--- src/hw/hci_pkg.sv ---
/* HCI front end shared definitions */
package hci_pkg;

  localparam int unsigned CsrAddrW = 12;
  localparam int unsigned CsrDataW = 32;
  localparam int unsigned CmdDataW = 64;  // Two DWORDs
  localparam int unsigned ThldW = 8;
  localparam int unsigned DynAddrW = 7;

  // Register map, byte addresses
  localparam logic [CsrAddrW-1:0] REG_RESET_CONTROL = 12'h010;
  localparam logic [CsrAddrW-1:0] REG_COMMAND_PORT = 12'h100;
  localparam logic [CsrAddrW-1:0] REG_RESPONSE_PORT = 12'h104;
  localparam logic [CsrAddrW-1:0] REG_QUEUE_THLD_CTRL = 12'h110;
  localparam logic [CsrAddrW-1:0] REG_QUEUE_STATUS = 12'h114;
  localparam logic [CsrAddrW-1:0] REG_DEVICE_ADDR = 12'h184;
  localparam logic [CsrAddrW-1:0] REG_VIRT_DEVICE_ADDR = 12'h188;

  // Field positions
  localparam int unsigned CMD_QUEUE_RST_BIT = 1;
  localparam int unsigned RESP_QUEUE_RST_BIT = 2;
  localparam int unsigned CMD_THLD_LSB = 0;
  localparam int unsigned RESP_THLD_LSB = 8;
  localparam int unsigned STAT_CMD_LSB = 0;  // empty, full, trig
  localparam int unsigned STAT_RESP_LSB = 3;
  localparam int unsigned ADDR_VALID_BIT = 31;
  localparam int unsigned ADDR_LSB = 16;

  typedef struct packed {
    logic                req;
    logic                is_wr;
    logic [CsrAddrW-1:0] addr;
    logic [CsrDataW-1:0] wdata;
  } csr_req_t;

  typedef struct packed {
    logic                rd_ack;
    logic                rd_err;
    logic                wr_ack;
    logic                wr_err;
    logic [CsrDataW-1:0] rd_data;
  } csr_rsp_t;

  typedef struct packed {
    logic full;
    logic empty;
    logic trig;
  } queue_stat_t;

  typedef struct packed {
    logic                valid;
    logic [DynAddrW-1:0] addr;
  } dyn_addr_t;

  // Address events from the bus controller
  typedef struct packed {
    logic                set_dasa;
    logic [DynAddrW-1:0] dasa;
    logic                dasa_virtual;
    logic                rstdaa;
    logic                set_newda;
    logic                set_newda_virtual;
    logic [DynAddrW-1:0] newda;
  } addr_evt_t;

endpackage : hci_pkg

--- src/hw/hci_addr_ctrl.sv ---
/* Dynamic address registers */
`timescale 1ns/1ps

module hci_addr_ctrl (
  input  logic               clk_i,
  input  logic               rst_ni,
  input  hci_pkg::addr_evt_t addr_evt_i,
  output hci_pkg::dyn_addr_t dev_addr_o,
  output hci_pkg::dyn_addr_t virt_addr_o
);

  import hci_pkg::*;

  dyn_addr_t dev_q, virt_q;
  dyn_addr_t dasa_val;
  logic dasa_evt;

  assign dasa_evt = addr_evt_i.set_dasa | addr_evt_i.rstdaa;

  // RSTDAA wipes the selected register
  always_comb begin
    if (addr_evt_i.rstdaa) begin
      dasa_val = '0;
    end else begin
      dasa_val = '{valid: 1'b1, addr: addr_evt_i.dasa};
    end
  end

  always_ff @(posedge clk_i or negedge rst_ni) begin
    if (!rst_ni) begin
      dev_q <= '0;
      virt_q <= '0;
    end else if (dasa_evt) begin  // Takes precedence over SETNEWDA
      if (addr_evt_i.dasa_virtual) begin
        virt_q <= dasa_val;
      end else begin
        dev_q <= dasa_val;
      end
    end else begin
      if (addr_evt_i.set_newda) begin
        dev_q <= '{valid: 1'b1, addr: addr_evt_i.newda};
      end
      if (addr_evt_i.set_newda_virtual) begin
        virt_q <= '{valid: 1'b1, addr: addr_evt_i.newda};
      end
    end
  end

  assign dev_addr_o = dev_q;
  assign virt_addr_o = virt_q;

endmodule : hci_addr_ctrl

--- src/hw/hci_csr.sv ---
/* HCI register block */
`timescale 1ns/1ps

module hci_csr (
  input  logic                         clk_i,
  input  logic                         rst_ni,
  input  hci_pkg::csr_req_t            csr_req_i,
  output hci_pkg::csr_rsp_t            csr_rsp_o,
  input  hci_pkg::queue_stat_t         cmd_stat_i,
  input  hci_pkg::queue_stat_t         resp_stat_i,
  input  logic [hci_pkg::CsrDataW-1:0] resp_data_i,
  input  logic                         cmd_flush_done_i,
  input  logic                         resp_flush_done_i,
  input  hci_pkg::dyn_addr_t           dev_addr_i,
  input  hci_pkg::dyn_addr_t           virt_addr_i,
  output logic                         cmd_push_o,
  output logic [hci_pkg::CmdDataW-1:0] cmd_data_o,
  output logic                         resp_pop_o,
  output logic                         cmd_flush_o,
  output logic                         resp_flush_o,
  output logic [hci_pkg::ThldW-1:0]    cmd_thld_o,
  output logic [hci_pkg::ThldW-1:0]    resp_thld_o
);

  import hci_pkg::*;

  logic rd_req, wr_req;
  logic addr_hit;
  logic rd_err_d, wr_err_d;
  logic [CsrDataW-1:0] rd_data_d, rd_data_q;
  logic rd_ack_q, rd_err_q, wr_ack_q, wr_err_q;
  logic cmd_wr, cmd_rst_q, resp_rst_q;
  logic cmd_phase_q;  // Low DWORD held
  logic [CsrDataW-1:0] cmd_lo_q;
  logic [ThldW-1:0] cmd_thld_q, resp_thld_q;

  assign rd_req = csr_req_i.req && !csr_req_i.is_wr;
  assign wr_req = csr_req_i.req && csr_req_i.is_wr;
  assign cmd_wr = wr_req && (csr_req_i.addr == REG_COMMAND_PORT);

  // Second DWORD completes the command
  assign cmd_push_o = cmd_wr && cmd_phase_q && !cmd_stat_i.full;
  assign cmd_data_o = {csr_req_i.wdata, cmd_lo_q};
  assign resp_pop_o = rd_req && (csr_req_i.addr == REG_RESPONSE_PORT) && !resp_stat_i.empty;

  always_comb begin
    addr_hit = 1'b1;
    rd_data_d = '0;
    unique case (csr_req_i.addr)
      REG_RESET_CONTROL: begin
        rd_data_d[CMD_QUEUE_RST_BIT] = cmd_rst_q;
        rd_data_d[RESP_QUEUE_RST_BIT] = resp_rst_q;
      end
      REG_COMMAND_PORT: ;  // Write only
      REG_RESPONSE_PORT: rd_data_d = resp_stat_i.empty ? '0 : resp_data_i;
      REG_QUEUE_THLD_CTRL: begin
        rd_data_d[CMD_THLD_LSB +: ThldW] = cmd_thld_q;
        rd_data_d[RESP_THLD_LSB +: ThldW] = resp_thld_q;
      end
      REG_QUEUE_STATUS: begin
        rd_data_d[STAT_CMD_LSB +: 3] = {cmd_stat_i.trig, cmd_stat_i.full, cmd_stat_i.empty};
        rd_data_d[STAT_RESP_LSB +: 3] = {resp_stat_i.trig, resp_stat_i.full, resp_stat_i.empty};
      end
      REG_DEVICE_ADDR: begin
        rd_data_d[ADDR_VALID_BIT] = dev_addr_i.valid;
        rd_data_d[ADDR_LSB +: DynAddrW] = dev_addr_i.addr;
      end
      REG_VIRT_DEVICE_ADDR: begin
        rd_data_d[ADDR_VALID_BIT] = virt_addr_i.valid;
        rd_data_d[ADDR_LSB +: DynAddrW] = virt_addr_i.addr;
      end
      default: addr_hit = 1'b0;
    endcase
  end

  assign rd_err_d = !addr_hit || ((csr_req_i.addr == REG_RESPONSE_PORT) && resp_stat_i.empty);
  assign wr_err_d = !addr_hit || (cmd_wr && cmd_phase_q && cmd_stat_i.full);

  always_ff @(posedge clk_i or negedge rst_ni) begin
    if (!rst_ni) begin
      rd_ack_q <= 1'b0;
      rd_err_q <= 1'b0;
      wr_ack_q <= 1'b0;
      wr_err_q <= 1'b0;
    end else begin
      rd_ack_q <= rd_req;
      rd_err_q <= rd_req && rd_err_d;
      wr_ack_q <= wr_req;
      wr_err_q <= wr_req && wr_err_d;
    end
  end

  always_ff @(posedge clk_i) begin
    if (rd_req) begin
      rd_data_q <= rd_data_d;  // Zero on a miss
    end
  end

  assign csr_rsp_o = '{
    rd_ack: rd_ack_q,
    rd_err: rd_err_q,
    wr_ack: wr_ack_q,
    wr_err: wr_err_q,
    rd_data: rd_ack_q ? rd_data_q : '0
  };

  // Command DWORD phase, dropped command restarts at low DWORD
  always_ff @(posedge clk_i or negedge rst_ni) begin
    if (!rst_ni) begin
      cmd_phase_q <= 1'b0;
    end else if (cmd_wr) begin
      cmd_phase_q <= !cmd_phase_q;
    end
  end

  always_ff @(posedge clk_i) begin
    if (cmd_wr && !cmd_phase_q) begin
      cmd_lo_q <= csr_req_i.wdata;
    end
  end

  always_ff @(posedge clk_i or negedge rst_ni) begin
    if (!rst_ni) begin
      cmd_thld_q <= '0;
      resp_thld_q <= '0;
    end else if (wr_req && (csr_req_i.addr == REG_QUEUE_THLD_CTRL)) begin
      cmd_thld_q <= csr_req_i.wdata[CMD_THLD_LSB +: ThldW];
      resp_thld_q <= csr_req_i.wdata[RESP_THLD_LSB +: ThldW];
    end
  end

  // Self-clearing once the queue reports the flush
  always_ff @(posedge clk_i or negedge rst_ni) begin
    if (!rst_ni) begin
      cmd_rst_q <= 1'b0;
      resp_rst_q <= 1'b0;
    end else begin
      if (cmd_flush_done_i) begin
        cmd_rst_q <= 1'b0;
      end else if (wr_req && (csr_req_i.addr == REG_RESET_CONTROL)) begin
        cmd_rst_q <= cmd_rst_q | csr_req_i.wdata[CMD_QUEUE_RST_BIT];
      end
      if (resp_flush_done_i) begin
        resp_rst_q <= 1'b0;
      end else if (wr_req && (csr_req_i.addr == REG_RESET_CONTROL)) begin
        resp_rst_q <= resp_rst_q | csr_req_i.wdata[RESP_QUEUE_RST_BIT];
      end
    end
  end

  assign cmd_flush_o = cmd_rst_q;
  assign resp_flush_o = resp_rst_q;
  assign cmd_thld_o = cmd_thld_q;
  assign resp_thld_o = resp_thld_q;

endmodule : hci_csr

--- src/hw/hci_queue.sv ---
/* HCI queue with threshold trigger */
`timescale 1ns/1ps

module hci_queue #(
  parameter int unsigned DataW = 32,
  parameter int unsigned Depth = 8,
  parameter bit ThldOnFree = 1'b0,  // Trigger on free entries, else on stored
  localparam int unsigned DepthW = $clog2(Depth + 1),
  localparam int unsigned PtrW = (Depth > 1) ? $clog2(Depth) : 1
) (
  input  logic                      clk_i,
  input  logic                      rst_ni,
  input  logic                      push_i,
  input  logic [DataW-1:0]          wdata_i,
  input  logic                      pop_i,
  output logic [DataW-1:0]          rdata_o,
  input  logic                      flush_i,
  output logic                      flush_done_o,
  input  logic [hci_pkg::ThldW-1:0] thld_i,
  output hci_pkg::queue_stat_t      stat_o,
  output logic [DepthW-1:0]         depth_o
);

  logic [DataW-1:0] mem [Depth];
  logic [PtrW-1:0] wptr_q, rptr_q;
  logic [DepthW-1:0] cnt_q;
  logic full, empty;
  logic do_push, do_pop;
  logic [hci_pkg::ThldW-1:0] thld_eff;
  logic [31:0] level;

  assign full = (cnt_q == DepthW'(Depth));
  assign empty = (cnt_q == '0);
  assign do_push = push_i && !full;  // Overflow dropped
  assign do_pop = pop_i && !empty;

  always_ff @(posedge clk_i or negedge rst_ni) begin
    if (!rst_ni) begin
      wptr_q <= '0;
      rptr_q <= '0;
      cnt_q <= '0;
    end else if (flush_i) begin
      wptr_q <= '0;
      rptr_q <= '0;
      cnt_q <= '0;
    end else begin
      if (do_push) begin
        wptr_q <= (wptr_q == PtrW'(Depth - 1)) ? '0 : wptr_q + 1'b1;
      end
      if (do_pop) begin
        rptr_q <= (rptr_q == PtrW'(Depth - 1)) ? '0 : rptr_q + 1'b1;
      end
      if (do_push && !do_pop) begin
        cnt_q <= cnt_q + 1'b1;
      end else if (do_pop && !do_push) begin
        cnt_q <= cnt_q - 1'b1;
      end
    end
  end

  always_ff @(posedge clk_i) begin
    if (do_push && !flush_i) begin
      mem[wptr_q] <= wdata_i;
    end
  end

  assign rdata_o = mem[rptr_q];  // Head entry, fall-through

  // Flush takes effect on the same edge
  assign flush_done_o = flush_i;

  // Threshold of 0 behaves as 1
  assign thld_eff = (thld_i == '0) ? hci_pkg::ThldW'(1) : thld_i;
  assign level = ThldOnFree ? (32'(Depth) - 32'(cnt_q)) : 32'(cnt_q);

  assign stat_o.full = full;
  assign stat_o.empty = empty;
  assign stat_o.trig = (level >= 32'(thld_eff));
  assign depth_o = cnt_q;

endmodule : hci_queue

--- src/hw/hci_top.sv ---
/* HCI front end top */
`timescale 1ns/1ps

module hci_top #(
  parameter int unsigned CmdDepth = 8,
  parameter int unsigned RespDepth = 8,
  localparam int unsigned CmdDepthW = $clog2(CmdDepth + 1),
  localparam int unsigned RespDepthW = $clog2(RespDepth + 1)
) (
  input  logic                         clk_i,
  input  logic                         rst_ni,
  input  hci_pkg::csr_req_t            csr_req_i,
  output hci_pkg::csr_rsp_t            csr_rsp_o,
  output logic                         cmd_rvalid_o,
  input  logic                         cmd_rready_i,
  output logic [hci_pkg::CmdDataW-1:0] cmd_rdata_o,
  output logic [CmdDepthW-1:0]         cmd_depth_o,
  input  logic                         resp_wvalid_i,
  output logic                         resp_wready_o,
  input  logic [hci_pkg::CsrDataW-1:0] resp_wdata_i,
  output logic [RespDepthW-1:0]        resp_depth_o,
  input  hci_pkg::addr_evt_t           addr_evt_i
);

  import hci_pkg::*;

  queue_stat_t cmd_stat, resp_stat;
  dyn_addr_t dev_addr, virt_addr;
  logic cmd_push, resp_pop;
  logic [CmdDataW-1:0] cmd_wdata;
  logic [CsrDataW-1:0] resp_rdata;
  logic cmd_flush, resp_flush;
  logic cmd_flush_done, resp_flush_done;
  logic [ThldW-1:0] cmd_thld, resp_thld;

  assign cmd_rvalid_o = !cmd_stat.empty;
  assign resp_wready_o = !resp_stat.full;

  hci_csr u_csr (
    .clk_i,
    .rst_ni,
    .csr_req_i,
    .csr_rsp_o,
    .cmd_stat_i       (cmd_stat),
    .resp_stat_i      (resp_stat),
    .resp_data_i      (resp_rdata),
    .cmd_flush_done_i (cmd_flush_done),
    .resp_flush_done_i(resp_flush_done),
    .dev_addr_i       (dev_addr),
    .virt_addr_i      (virt_addr),
    .cmd_push_o       (cmd_push),
    .cmd_data_o       (cmd_wdata),
    .resp_pop_o       (resp_pop),
    .cmd_flush_o      (cmd_flush),
    .resp_flush_o     (resp_flush),
    .cmd_thld_o       (cmd_thld),
    .resp_thld_o      (resp_thld)
  );

  // Threshold counts free entries
  hci_queue #(
    .DataW     (CmdDataW),
    .Depth     (CmdDepth),
    .ThldOnFree(1'b1)
  ) cmd_queue (
    .clk_i,
    .rst_ni,
    .push_i      (cmd_push),
    .wdata_i     (cmd_wdata),
    .pop_i       (cmd_rready_i),
    .rdata_o     (cmd_rdata_o),
    .flush_i     (cmd_flush),
    .flush_done_o(cmd_flush_done),
    .thld_i      (cmd_thld),
    .stat_o      (cmd_stat),
    .depth_o     (cmd_depth_o)
  );

  hci_queue #(
    .DataW     (CsrDataW),
    .Depth     (RespDepth),
    .ThldOnFree(1'b0)
  ) resp_queue (
    .clk_i,
    .rst_ni,
    .push_i      (resp_wvalid_i),
    .wdata_i     (resp_wdata_i),
    .pop_i       (resp_pop),
    .rdata_o     (resp_rdata),
    .flush_i     (resp_flush),
    .flush_done_o(resp_flush_done),
    .thld_i      (resp_thld),
    .stat_o      (resp_stat),
    .depth_o     (resp_depth_o)
  );

  hci_addr_ctrl u_addr_ctrl (
    .clk_i,
    .rst_ni,
    .addr_evt_i,
    .dev_addr_o (dev_addr),
    .virt_addr_o(virt_addr)
  );

endmodule : hci_top

--- config.mk ---
export PLATFORM = sky130hd
export DESIGN_NAME = hci_top
export DESIGN_NICKNAME = d
export VERILOG_FILES = /design/src/hw/hci_pkg.sv /design/src/hw/hci_addr_ctrl.sv /design/src/hw/hci_csr.sv /design/src/hw/hci_queue.sv /design/src/hw/hci_top.sv
export SDC_FILE = /design/constraint.sdc
export NUM_CORES = 1
export LEC_CHECK = 0
export BUFFER_PORTS_ARGS = -buffer_cell sky130_fd_sc_hd__buf_2
export CAP_MARGIN = 20
export CORE_ASPECT_RATIO = 0.75
export CORE_UTILIZATION = 39
export CTS_CLUSTER_DIAMETER = 100
export CTS_CLUSTER_SIZE = 20
export DETAILED_ROUTE_END_ITERATION = 10
export HOLD_SLACK_MARGIN = 0.15
export SYNTH_ARGS = -nofsm -noshare
export SYNTH_HDL_FRONTEND = slang
export SYNTH_SLANG_ARGS = --single-unit
--- constraint.sdc ---
create_clock -name clk_i -period 10.9 [get_ports clk_i]
set_input_delay 0.545 -clock clk_i [delete_from_list [all_inputs] [get_ports clk_i]]
set_output_delay 0.545 -clock clk_i [all_outputs]
set_load 0.02 [all_outputs]
* Word level (Yosys, flattened, before mapping)
Memories as Yosys holds them, arrays and structs flattened.
Index checks and enable logic that the tools add are counted.
** Storage, ports and cells
- Input port bits :: 101
- Memories kept :: 2
- Output and inout port bits :: 110
- RAM bits :: 768
- Register bits after elaboration :: 123
- Logic and storage cells :: 153
** Memories
- cmd_queue.mem :: words 8, bits a word 64, rd ports 1, clocked after memory_dff 0, wr ports 1, line hci_queue.sv:24 : logic [DataW-1:0] mem [Depth];
- resp_queue.mem :: words 8, bits a word 32, rd ports 1, clocked after memory_dff 0, wr ports 1, line hci_queue.sv:24
** Operators by class
- Bitwise gates (word level) :: 4
- Reductions and logical operators :: 55
- Equality and inequality tests :: 15
- Mux-type cells :: 44
- Add/sub/neg operators :: 9
- $lt $le $gt $ge :: 2
** Operators with widths (count)
- $eq 12x9->1 const B :: 6
- $mux 8 :: 9
- $mux 32 :: 2
- $mux 3 :: 12
- $ge 32x8->1 :: 1
- $logic_and 1x1->1 :: 24
- $mux 4 :: 6
- $pmux 7 s3 :: 1
- $pmux 10 s2 :: 1
- $logic_not 8->1 :: 2
- $logic_not 1->1 :: 13
- $add 3x1->3 const B :: 4
- $eq 12x5->1 const B :: 1
- $eq 3x3->1 const B :: 4
- $reduce_bool 2->1 :: 6
- $mux 1 :: 9
- $pmux 3 s3 :: 1
- $add 4x1->4 const B :: 2
- $eq 4x4->1 const B :: 2
- $ge 4x8->1 :: 1
- $logic_not 4->1 :: 2
- $pmux 2 s4 :: 1
- $sub 4x1->4 const B :: 2
- $reduce_or 7->1 :: 1
- 9 further kinds :: 16

* Depth between registers and ports, before layout
Gate-level depths: netlist (run 1).
- Word-level depth :: 10
- Gate-level depth with buffers :: 11
- Mapped depth without buffers :: 11

* Modules after synthesis
From an unflattened synthesis (run 1), not the netlist that was laid out.
** Second synthesis, totals
- Cells, all modules :: 1719
- Area total of the unflattened synthesis :: 35721.8 um^2
** Modules (own cells, without submodules)
- hci_queue at cmd_queue :: seq. area each 15625.0 um^2, cells each 861, area each 20211.9 um^2, instances 1
- hci_queue at resp_queue :: seq. area each 7937.6 um^2, cells each 470, area each 10430.0 um^2, instances 1
- hci_csr :: seq. area each 2497.4 um^2, cells each 271, area each 3975.1 um^2, instances 1
- hci_addr_ctrl :: seq. area each 400.4 um^2, cells each 115, area each 1097.3 um^2, instances 1
- hci_top :: seq. area each 0.0 um^2, cells each 2, area each 7.5 um^2, instances 1

* Worst setup path before layout (run 1)
Ideal clock, no wire load.
- Path kind :: input -> register
- Start point :: input csr_req_i[41] (netlist bit)
- End point :: memory cmd_queue.mem[0][0] (netlist bit), enable pin
- Path buffers :: 1
- Stages :: 5
- Data arrival time :: 8.327 ns
- Setup slack :: 1.907 ns
- Setup time :: 0.666 ns
- Cell sequence :: or4b_1 buf_2 nor4_4 nand2_4 nor4b_1
** Between the ends
- Word-level cells in the longest chain between the ends :: 8
** Ends and longest elaborated chain
- start: declaration :: line hci_top.sv:12 : input hci_pkg::csr_req_t csr_req_i,
- $eq 12x9->1 :: line hci_csr.sv:39 : assign cmd_wr = wr_req && (csr_req_i.addr == REG_COMMAND_PORT);
- $logic_and 1x1->1 :: line hci_csr.sv:39
- $logic_and 1x1->1 (2 in a row) :: line hci_csr.sv:42 : assign cmd_push_o = cmd_wr && cmd_phase_q && !cmd_stat_i.full;
- $logic_and 1x1->1 :: line hci_queue.sv:34 : assign do_push = push_i && !full;
- $logic_and 1x1->1 :: line hci_queue.sv:62 : if (do_push && !flush_i) begin
- $mux 1 :: line hci_queue.sv:62
- $mux 1 (not written as such) :: line hci_queue.sv:63 : mem[wptr_q] <= wdata_i;
- end: declaration :: line hci_queue.sv:24
Every way passes these cells.

* Worst setup path after layout (run 1)
- Start point :: register cmd_queue.rptr_q[0]
- End point :: output cmd_rdata_o[2] (netlist bit)
** Between the ends
- Word-level cells in the longest chain between the ends :: 1
** Ends and longest elaborated chain
- start: declaration :: line hci_queue.sv:25 : logic [PtrW-1:0] wptr_q, rptr_q;
- start signal: assignment :: line hci_queue.sv:51 : rptr_q <= (rptr_q == PtrW'(Depth - 1)) ? '0 : rptr_q + 1'b1;
- $mem_v2 8x64
- end: declaration :: line hci_top.sv:16 : output logic [hci_pkg::CmdDataW-1:0] cmd_rdata_o,
Every way passes these cells.

==> results of run 1 <==
[registers in the layout, summed over array words and instances, names as in the netlist, 3 cells and up]
signal and count:
u_csr.resp_thld_o 8, u_csr.cmd_lo_q 32, u_csr.rd_data_q 32, cmd_queue.mem 512, u_addr_ctrl.dev_addr_o 8, resp_queue.rptr_q 3, u_addr_ctrl.virt_addr_o 8, resp_queue.mem 256
cmd_queue.wptr_q 3, cmd_queue.rptr_q 3, u_csr.cmd_thld_o 8, resp_queue.depth_o 4, cmd_queue.depth_o 4, resp_queue.wptr_q 3
[path summary, 6_finish.rpt]
check | endpoint | slack [ps] | startpoint
setup / recovery | cmd_rdata_o[2] | 6470 | cmd_queue.rptr_q[0]
hold / removal | resp_queue.mem[4][25] | 180 | resp_wdata_i[25]
setup reg to reg | cmd_queue.mem[1][17] | 7800 | cmd_queue.depth_o[0]
hold reg to reg | u_addr_ctrl.dev_addr_o[2] | 520 | u_addr_ctrl.dev_addr_o[2]
max in group asynchronous | cmd_queue.rptr_q[0] | 9620 | rst_ni
min in group asynchronous | u_addr_ctrl.virt_addr_o[5] | 620 | rst_ni
[metal layers]
layer | track usage | vias to the layer above | part of all wire
met5 | 0 | - | 0.0018
met4 | 0.0363 | 22 | 0.017
met2 | 0.264 | 352 | 0.48
met1 | 0.237 | 8708 | 0.44
met3 | 0.0383 | 97 | 0.061
li1 | - | 7145 | -
[cells in the mapped netlist, types with 3 or more instances]
cell	instances	area share
a22oi_1	13	0.0028
a21oi_1	22	0.0032
nor2_1	45	0.0049
nand2_1	29	0.0031
nor3_1	13	0.0019
mux2_2	94	0.031
nand4_1	3	0.00054
nor3b_1	7	0.0015
edfxtp_1	832	0.72
nor4_1	10	0.0018
buf_4	5	0.0011
inv_1	21	0.0023
dfrtp_1	59	0.043
ha_1	25	0.0090
nand2b_1	7	0.0013
a21o_1	6	0.0013
mux4_2	192	0.12
xnor2_1	4	0.0010
buf_2	9	0.0013
o21ai_0	12	0.0017
buf_1	22	0.0024
and2_1	34	0.0061
o21ai_1	23	0.0033
mux2i_1	42	0.012
nand3b_1	4	0.00087
clkbuf_1	39	0.0042
[power by group]
group          switching, mW  leakage (nW)  internal [mW]  total [mW]
clock                   1.06         0.677          0.876        1.93
sequential             0.133          8.29           3.90        4.03
combinational           1.05          3.65          0.869        1.92
total                   2.24          12.6           5.65        7.89
[final cells by class]
| cell class | count | area share |
|---|---|---|
| repair buffers | 270 | 0.0436 |
| multi-input cells | 638 | 0.203 |
| well taps | 1152 | 0.0369 |
| diodes | 3 | 0.000192 |
| clock inverters | 3 | 0.00112 |
| flip-flops and latches | 891 | 0.678 |
| clock buffers | 78 | 0.0353 |
| inverters | 21 | 0.00202 |
[cell families (layout without fill, tap and decap cells)]
kind of cell               Yosys count  after routing
AOI/OAI and AO/OA                   94             94
adders and majority gates           27             27
other                                0              3
DFF                                891            891
xor gates and xnor gates             6              6
muxes                              330            330
buffers and inverters               97            372
and+or+nand+nor                    181            181
[metrics by stage]
stage,utilization,std cells
2_1_floorplan,-,1626
3_3_place_gp,0.424,2944
3_5_place_dp,0.425,2949
4_1_cts,0.444,3050
5_1_grt,0.444,3053
6_report,0.445,3056
==> impl_metrics.py, run 1 <==
metrics = {
    "status": {
        "status": "complete, no violations",
    },
    "drt": {
        "vias": 16300,
        "drc": 0,
        "ant_nets": 0,
        "routed_wl_mm": 75.4,
        "wire_per_inst_um": 24.7,
        "drtPass1Iterations": 5,
        "avgViaCountPerCell": 5.34,
        "drtIter0Drc": 1226,
    },
    "worst_setup_path": {
        "reg2regPathDepth": 8,
        "path_class": "reg -> out",
        "critPathSlowestCell": "buf_4",
        "critPathBufInv": 3,
        "path_max_fanout": 46,
        "cp_common_cell": "buf_4",
        "crit_path_end_kind": "primary output",
        "crit_arrival_ps": 3880,
        "crit_cells": 5,
        "max_stage_delay_ps": 820,
        "cp.required_ps": 10360,
        "crit_family": "buffers and inverters",
        "crit_chain": "buf_4 -> buf_4 -> mux4_2 -> mux2_2 -> buf_2",
        "startpoint_type": "register",
    },
    "clock_network": {
        "ctsResizeCount": 0,
        "clk-insertion-delay-late_ps": 640,
        "ctsLongestPathBuffers": 3,
        "clkSinkCount": 891,
        "cts_tree": "built",
        "cts-root-buf": "clkbuf_16",
        "cts_setup_buffers": 0,
        "numCtsBuffers": 50,
        "h-tree-depth": 2,
        "hold_buffers": 20,
        "path_clk_slew_ps": 90,
    },
    "timing": {
        "grt_setup_unrepaired": "no",
        "min_period_over_period": 0.406,
        "setup_viol": 0,
        "final_max_slew_viol_count": 0,
        "fin_setup_tns_ps": 0,
        "slew-limit-headroom": 0.304,
        "finalHoldViolCount": 0,
        "fin_skew_ps": 31.3,
        "layout_setup_ws_ps": 6470,
        "timing.hold.ws_ps": 179,
        "fin_crit_ps": 4430,
        "tightest_slew_ps": 1040,
        "max_freq_ghz": 0.226,
    },
    "finish": {
        "nFillCells": 7409,
        "final_common_cell": "edfxtp_1",
        "layout-drive-gt1-share": 0.331,
        "fin_nets": 2000,
        "area_delta_synth_final_pct": 12.6,
        "layout.area.seq_um2": 26500,
        "multi_input_area_um2": 7930,
        "final_cell_mix": "832 x edfxtp_1, 210 x buf_2, 192 x mux4_2, 94 x mux2_2, 53 x dfrtp_1",
        "finalInstanceArea_um2": 39100,
    },
    "power_and_ir_drop": {
        "total_power_mw": 7.89,
        "power.density_nw_per_um2": 202,
        "peakVddDrop_v": 0.000112,
        "p_leak_nw": 12.6,
    },
    "logic_synthesis": {
        "synthCells": 1626,
        "synth-simple-area-share": 0.0298,
        "synth.mux.area_fraction": 0.168,
        "synth_xor_area_frac": 0.00151,
        "synth-async-reset-ratio": 0.0662,
        "synth_edf_count": 832,
        "synth_top_family_by_area": "multiplexers",
        "ys_warn_count": 0,
        "ys.flop_type": "edfxtp_1",
        "seq_area_frac_synth": 0.763,
        "ys_types": 65,
        "ys_seq_elements": 891,
        "netlist_area_um2": 34700,
        "synth-compound-area-share": 0.0166,
        "syn_nets": 1754,
        "synth_fa_ha_area_frac": 0.0102,
        "synth_area_per_cell_um2": 21.3,
    },
    "floorplan": {
        "start_util": 0.395,
        "chipHeight_um": 260,
        "die-area_um2": 90200,
        "ios": 211,
        "core_um2": 87900,
        "die_x_um": 346,
        "rows": 94,
    },
    "placement": {
        "gp_congestion": 0.772,
        "dpl.hpwl_mm": 44.6,
        "portBuffers": 210,
        "postPlaceCellArea_um2": 37400,
        "pre_cts_ws_ps": 6280,
    },
    "global_routing": {
        "grt_max_degree": 67,
        "antenna_found_initial": 14,
        "grt_pass1_vias": 16900,
        "grt_pass1_wl_mm": 112,
        "grt-ovfl-total": 0,
        "track_usage": 0.167,
    },
    "hold_path": {
        "hold_path_class": "in -> reg",
        "worstHoldPathCells": 1,
    },
    "job": {
        "cap_violations": 0,
    },
}
No activity file was read; power rests on OpenSTA's default activity.
==> run 2, diff against run 1 <==
clock period = 4.5 ns   (was 10.9 ns; I/O delays follow)
==> run 2 against run 1 <==
Net effect: core utilization up 1.0 points; die area unchanged; non-clock buffer count up 77; worst hold slack better by 88 ps; worst setup slack worse by 5300 ps; combinational power up 140%; sequential power up 150%; critical path depth up 2; highest routed layer unchanged.
==> impl_metrics.py, run 2 (synthesis results as in run 1) <==
metrics = {
    "status": {
        "status": "complete, no violations",
    },
    "finish": {
        "area_delta_synth_final_pct": 15.1,
        "nFillCells": 7373,
        "final_cell_mix": "832 x edfxtp_1, 210 x buf_2, 192 x mux4_2, 99 x dlygate4sd3_1, 94 x mux2_2",
        "layout.area.seq_um2": 26500,
        "largest_reg_flops": 512,
        "final_core_util": 0.455,
        "final_common_cell": "edfxtp_1",
        "layout-drive-gt1-share": 0.319,
        "reg_top3": "cmd_queue.mem: 512 flops, resp_queue.mem: 256 flops",
        "multi_input_area_um2": 7950,
        "largest_register": "cmd_queue.mem",
        "fin_nets": 2078,
    },
    "worst_setup_path": {
        "crit_arrival_ps": 3670,
        "path_max_fanout": 23,
        "path_class": "in -> reg",
        "cp.required_ps": 4800,
        "reg2regPathDepth": 9,
        "startpoint_type": "primary input",
        "cp_common_cell": "nor4_4",
        "crit_chain": "dlygate4sd3_1 -> buf_2 -> or4b_1 -> nor4_4 -> nand3_1 -> nor4_4 -> buf_12",
        "critPathSlowestCell": "nor4_4",
        "max_stage_delay_ps": 770,
        "crit_path_end_kind": "register",
    },
    "drt": {
        "vias": 16700,
        "routed_wl_mm": 76.2,
        "drc": 0,
        "avgViaCountPerCell": 5.33,
        "ant_nets": 0,
        "wire_per_inst_um": 24.3,
        "drtPass1Iterations": 5,
        "drtIter0Drc": 1375,
    },
    "timing": {
        "timing.hold.ws_ps": 267,
        "max_freq_ghz": 0.297,
        "finalHoldViolCount": 0,
        "final_max_slew_viol_count": 0,
        "setup_viol": 0,
        "min_period_over_period": 0.748,
        "fin_crit_ps": 3360,
        "grt_setup_unrepaired": "no",
        "slew-limit-headroom": 0.287,
        "tightest_slew_ps": 1070,
        "fin_skew_ps": 30.0,
    },
    "power_and_ir_drop": {
        "p_leak_nw": 13.0,
        "power.density_nw_per_um2": 485,
        "total_power_mw": 19.4,
        "peakVddDrop_v": 0.000380,
    },
    "hold_path": {
        "hold_path_class": "in -> async",
    },
    "clock_network": {
        "clk-insertion-delay-late_ps": 630,
        "cts-root-buf": "clkbuf_16",
        "cts_tree": "built",
        "clkSinkCount": 891,
        "ctsLongestPathBuffers": 3,
        "numCtsBuffers": 51,
        "path_clk_slew_ps": 90,
        "cts_setup_buffers": 0,
        "h-tree-depth": 2,
    },
    "placement": {
        "portBuffers": 210,
        "gp_congestion": 0.788,
        "dpl.hpwl_mm": 45.0,
    },
    "floorplan": {
        "rows": 94,
        "core_um2": 87900,
        "ios": 211,
        "die-area_um2": 90200,
        "start_util": 0.395,
        "chipHeight_um": 260,
        "die_x_um": 346,
    },
    "job": {
        "cap_violations": 0,
    },
    "global_routing": {
        "grt-ovfl-total": 0,
        "grt_max_degree": 65,
        "grt_pass1_vias": 17500,
        "antenna_found_initial": 7,
        "grt_pass1_wl_mm": 114,
        "track_usage": 0.169,
    },
}
-- run 2: cell types whose count changed in the layout (fill, tap and decap cells not counted), sizes merged --
cell	delta
dlygate4sd3	+79
buf	-2
clkinv	+2
diode	-2
bufinv	+1
clkinvlp	-1
-- run 2: path summary, 6_finish.rpt --
check	start	endpoint	slack, ps
worst max-delay path	csr_req_i[41]	cmd_queue.mem[2][38]	1140
worst min-delay path	rst_ni	u_csr.rd_ack_q	270
worst max register to register	resp_queue.depth_o[1]	resp_queue.depth_o[3]	1280
worst min register to register	u_addr_ctrl.virt_addr_o[3]	u_addr_ctrl.virt_addr_o[3]	520
max in group asynchronous	rst_ni	u_addr_ctrl.virt_addr_o[5]	3120
min in group clk_i	csr_req_i[38]	cmd_queue.wptr_q[2]	280
-- run 2: timing repair --
action,4_1_cts,5_1_grt
endpoints found under the hold margin,648,0
hold buffers,99,0
resized for setup,0,0
-- run 2: area by class of cell --
class	count	area share
diodes	1	0.0000627
clock buffers	78	0.0350
clock inverters	5	0.00219
inverters	21	0.00197
multi-input cells	638	0.199
flip-flops and latches	891	0.663
well taps	1152	0.0361
repair buffers	347	0.0627
-- run 2: per-layer routing --
layer	track usage	vias to the layer above	part of all wire
met2	0.274	373	0.48
met1	0.240	8930	0.45
met4	0.0356	10	0.016
li1	-	7291	-
met3	0.0325	94	0.051
met5	0	-	0.00087
-- run 2: report_power, final --
group / leakage (nW) / switching [mW] / total (mW) / internal (mW)
clock: 0.713 / 2.59 / 4.82 / 2.22
sequential: 8.29 / 0.462 / 9.91 / 9.44
combinational: 3.98 / 2.46 / 4.64 / 2.18
-- run 2: critical path, delay by kind of cell --
kind	cells	cell delay, ps
simple gates	4	2450
buf+inv	3	960
-- run 2: per-stage QoR --
step,worst slack [ps],cells,cell area [um2],setup TNS (ps)
after global routing,936,3133,39900,0
after global placement,1050,2950,37500,0
after detailed placement,976,2950,37500,0
after CTS,1030,3132,39900,0
after floorplan,-1890,1626,34700,-423350
final,1140,3133,39900,0
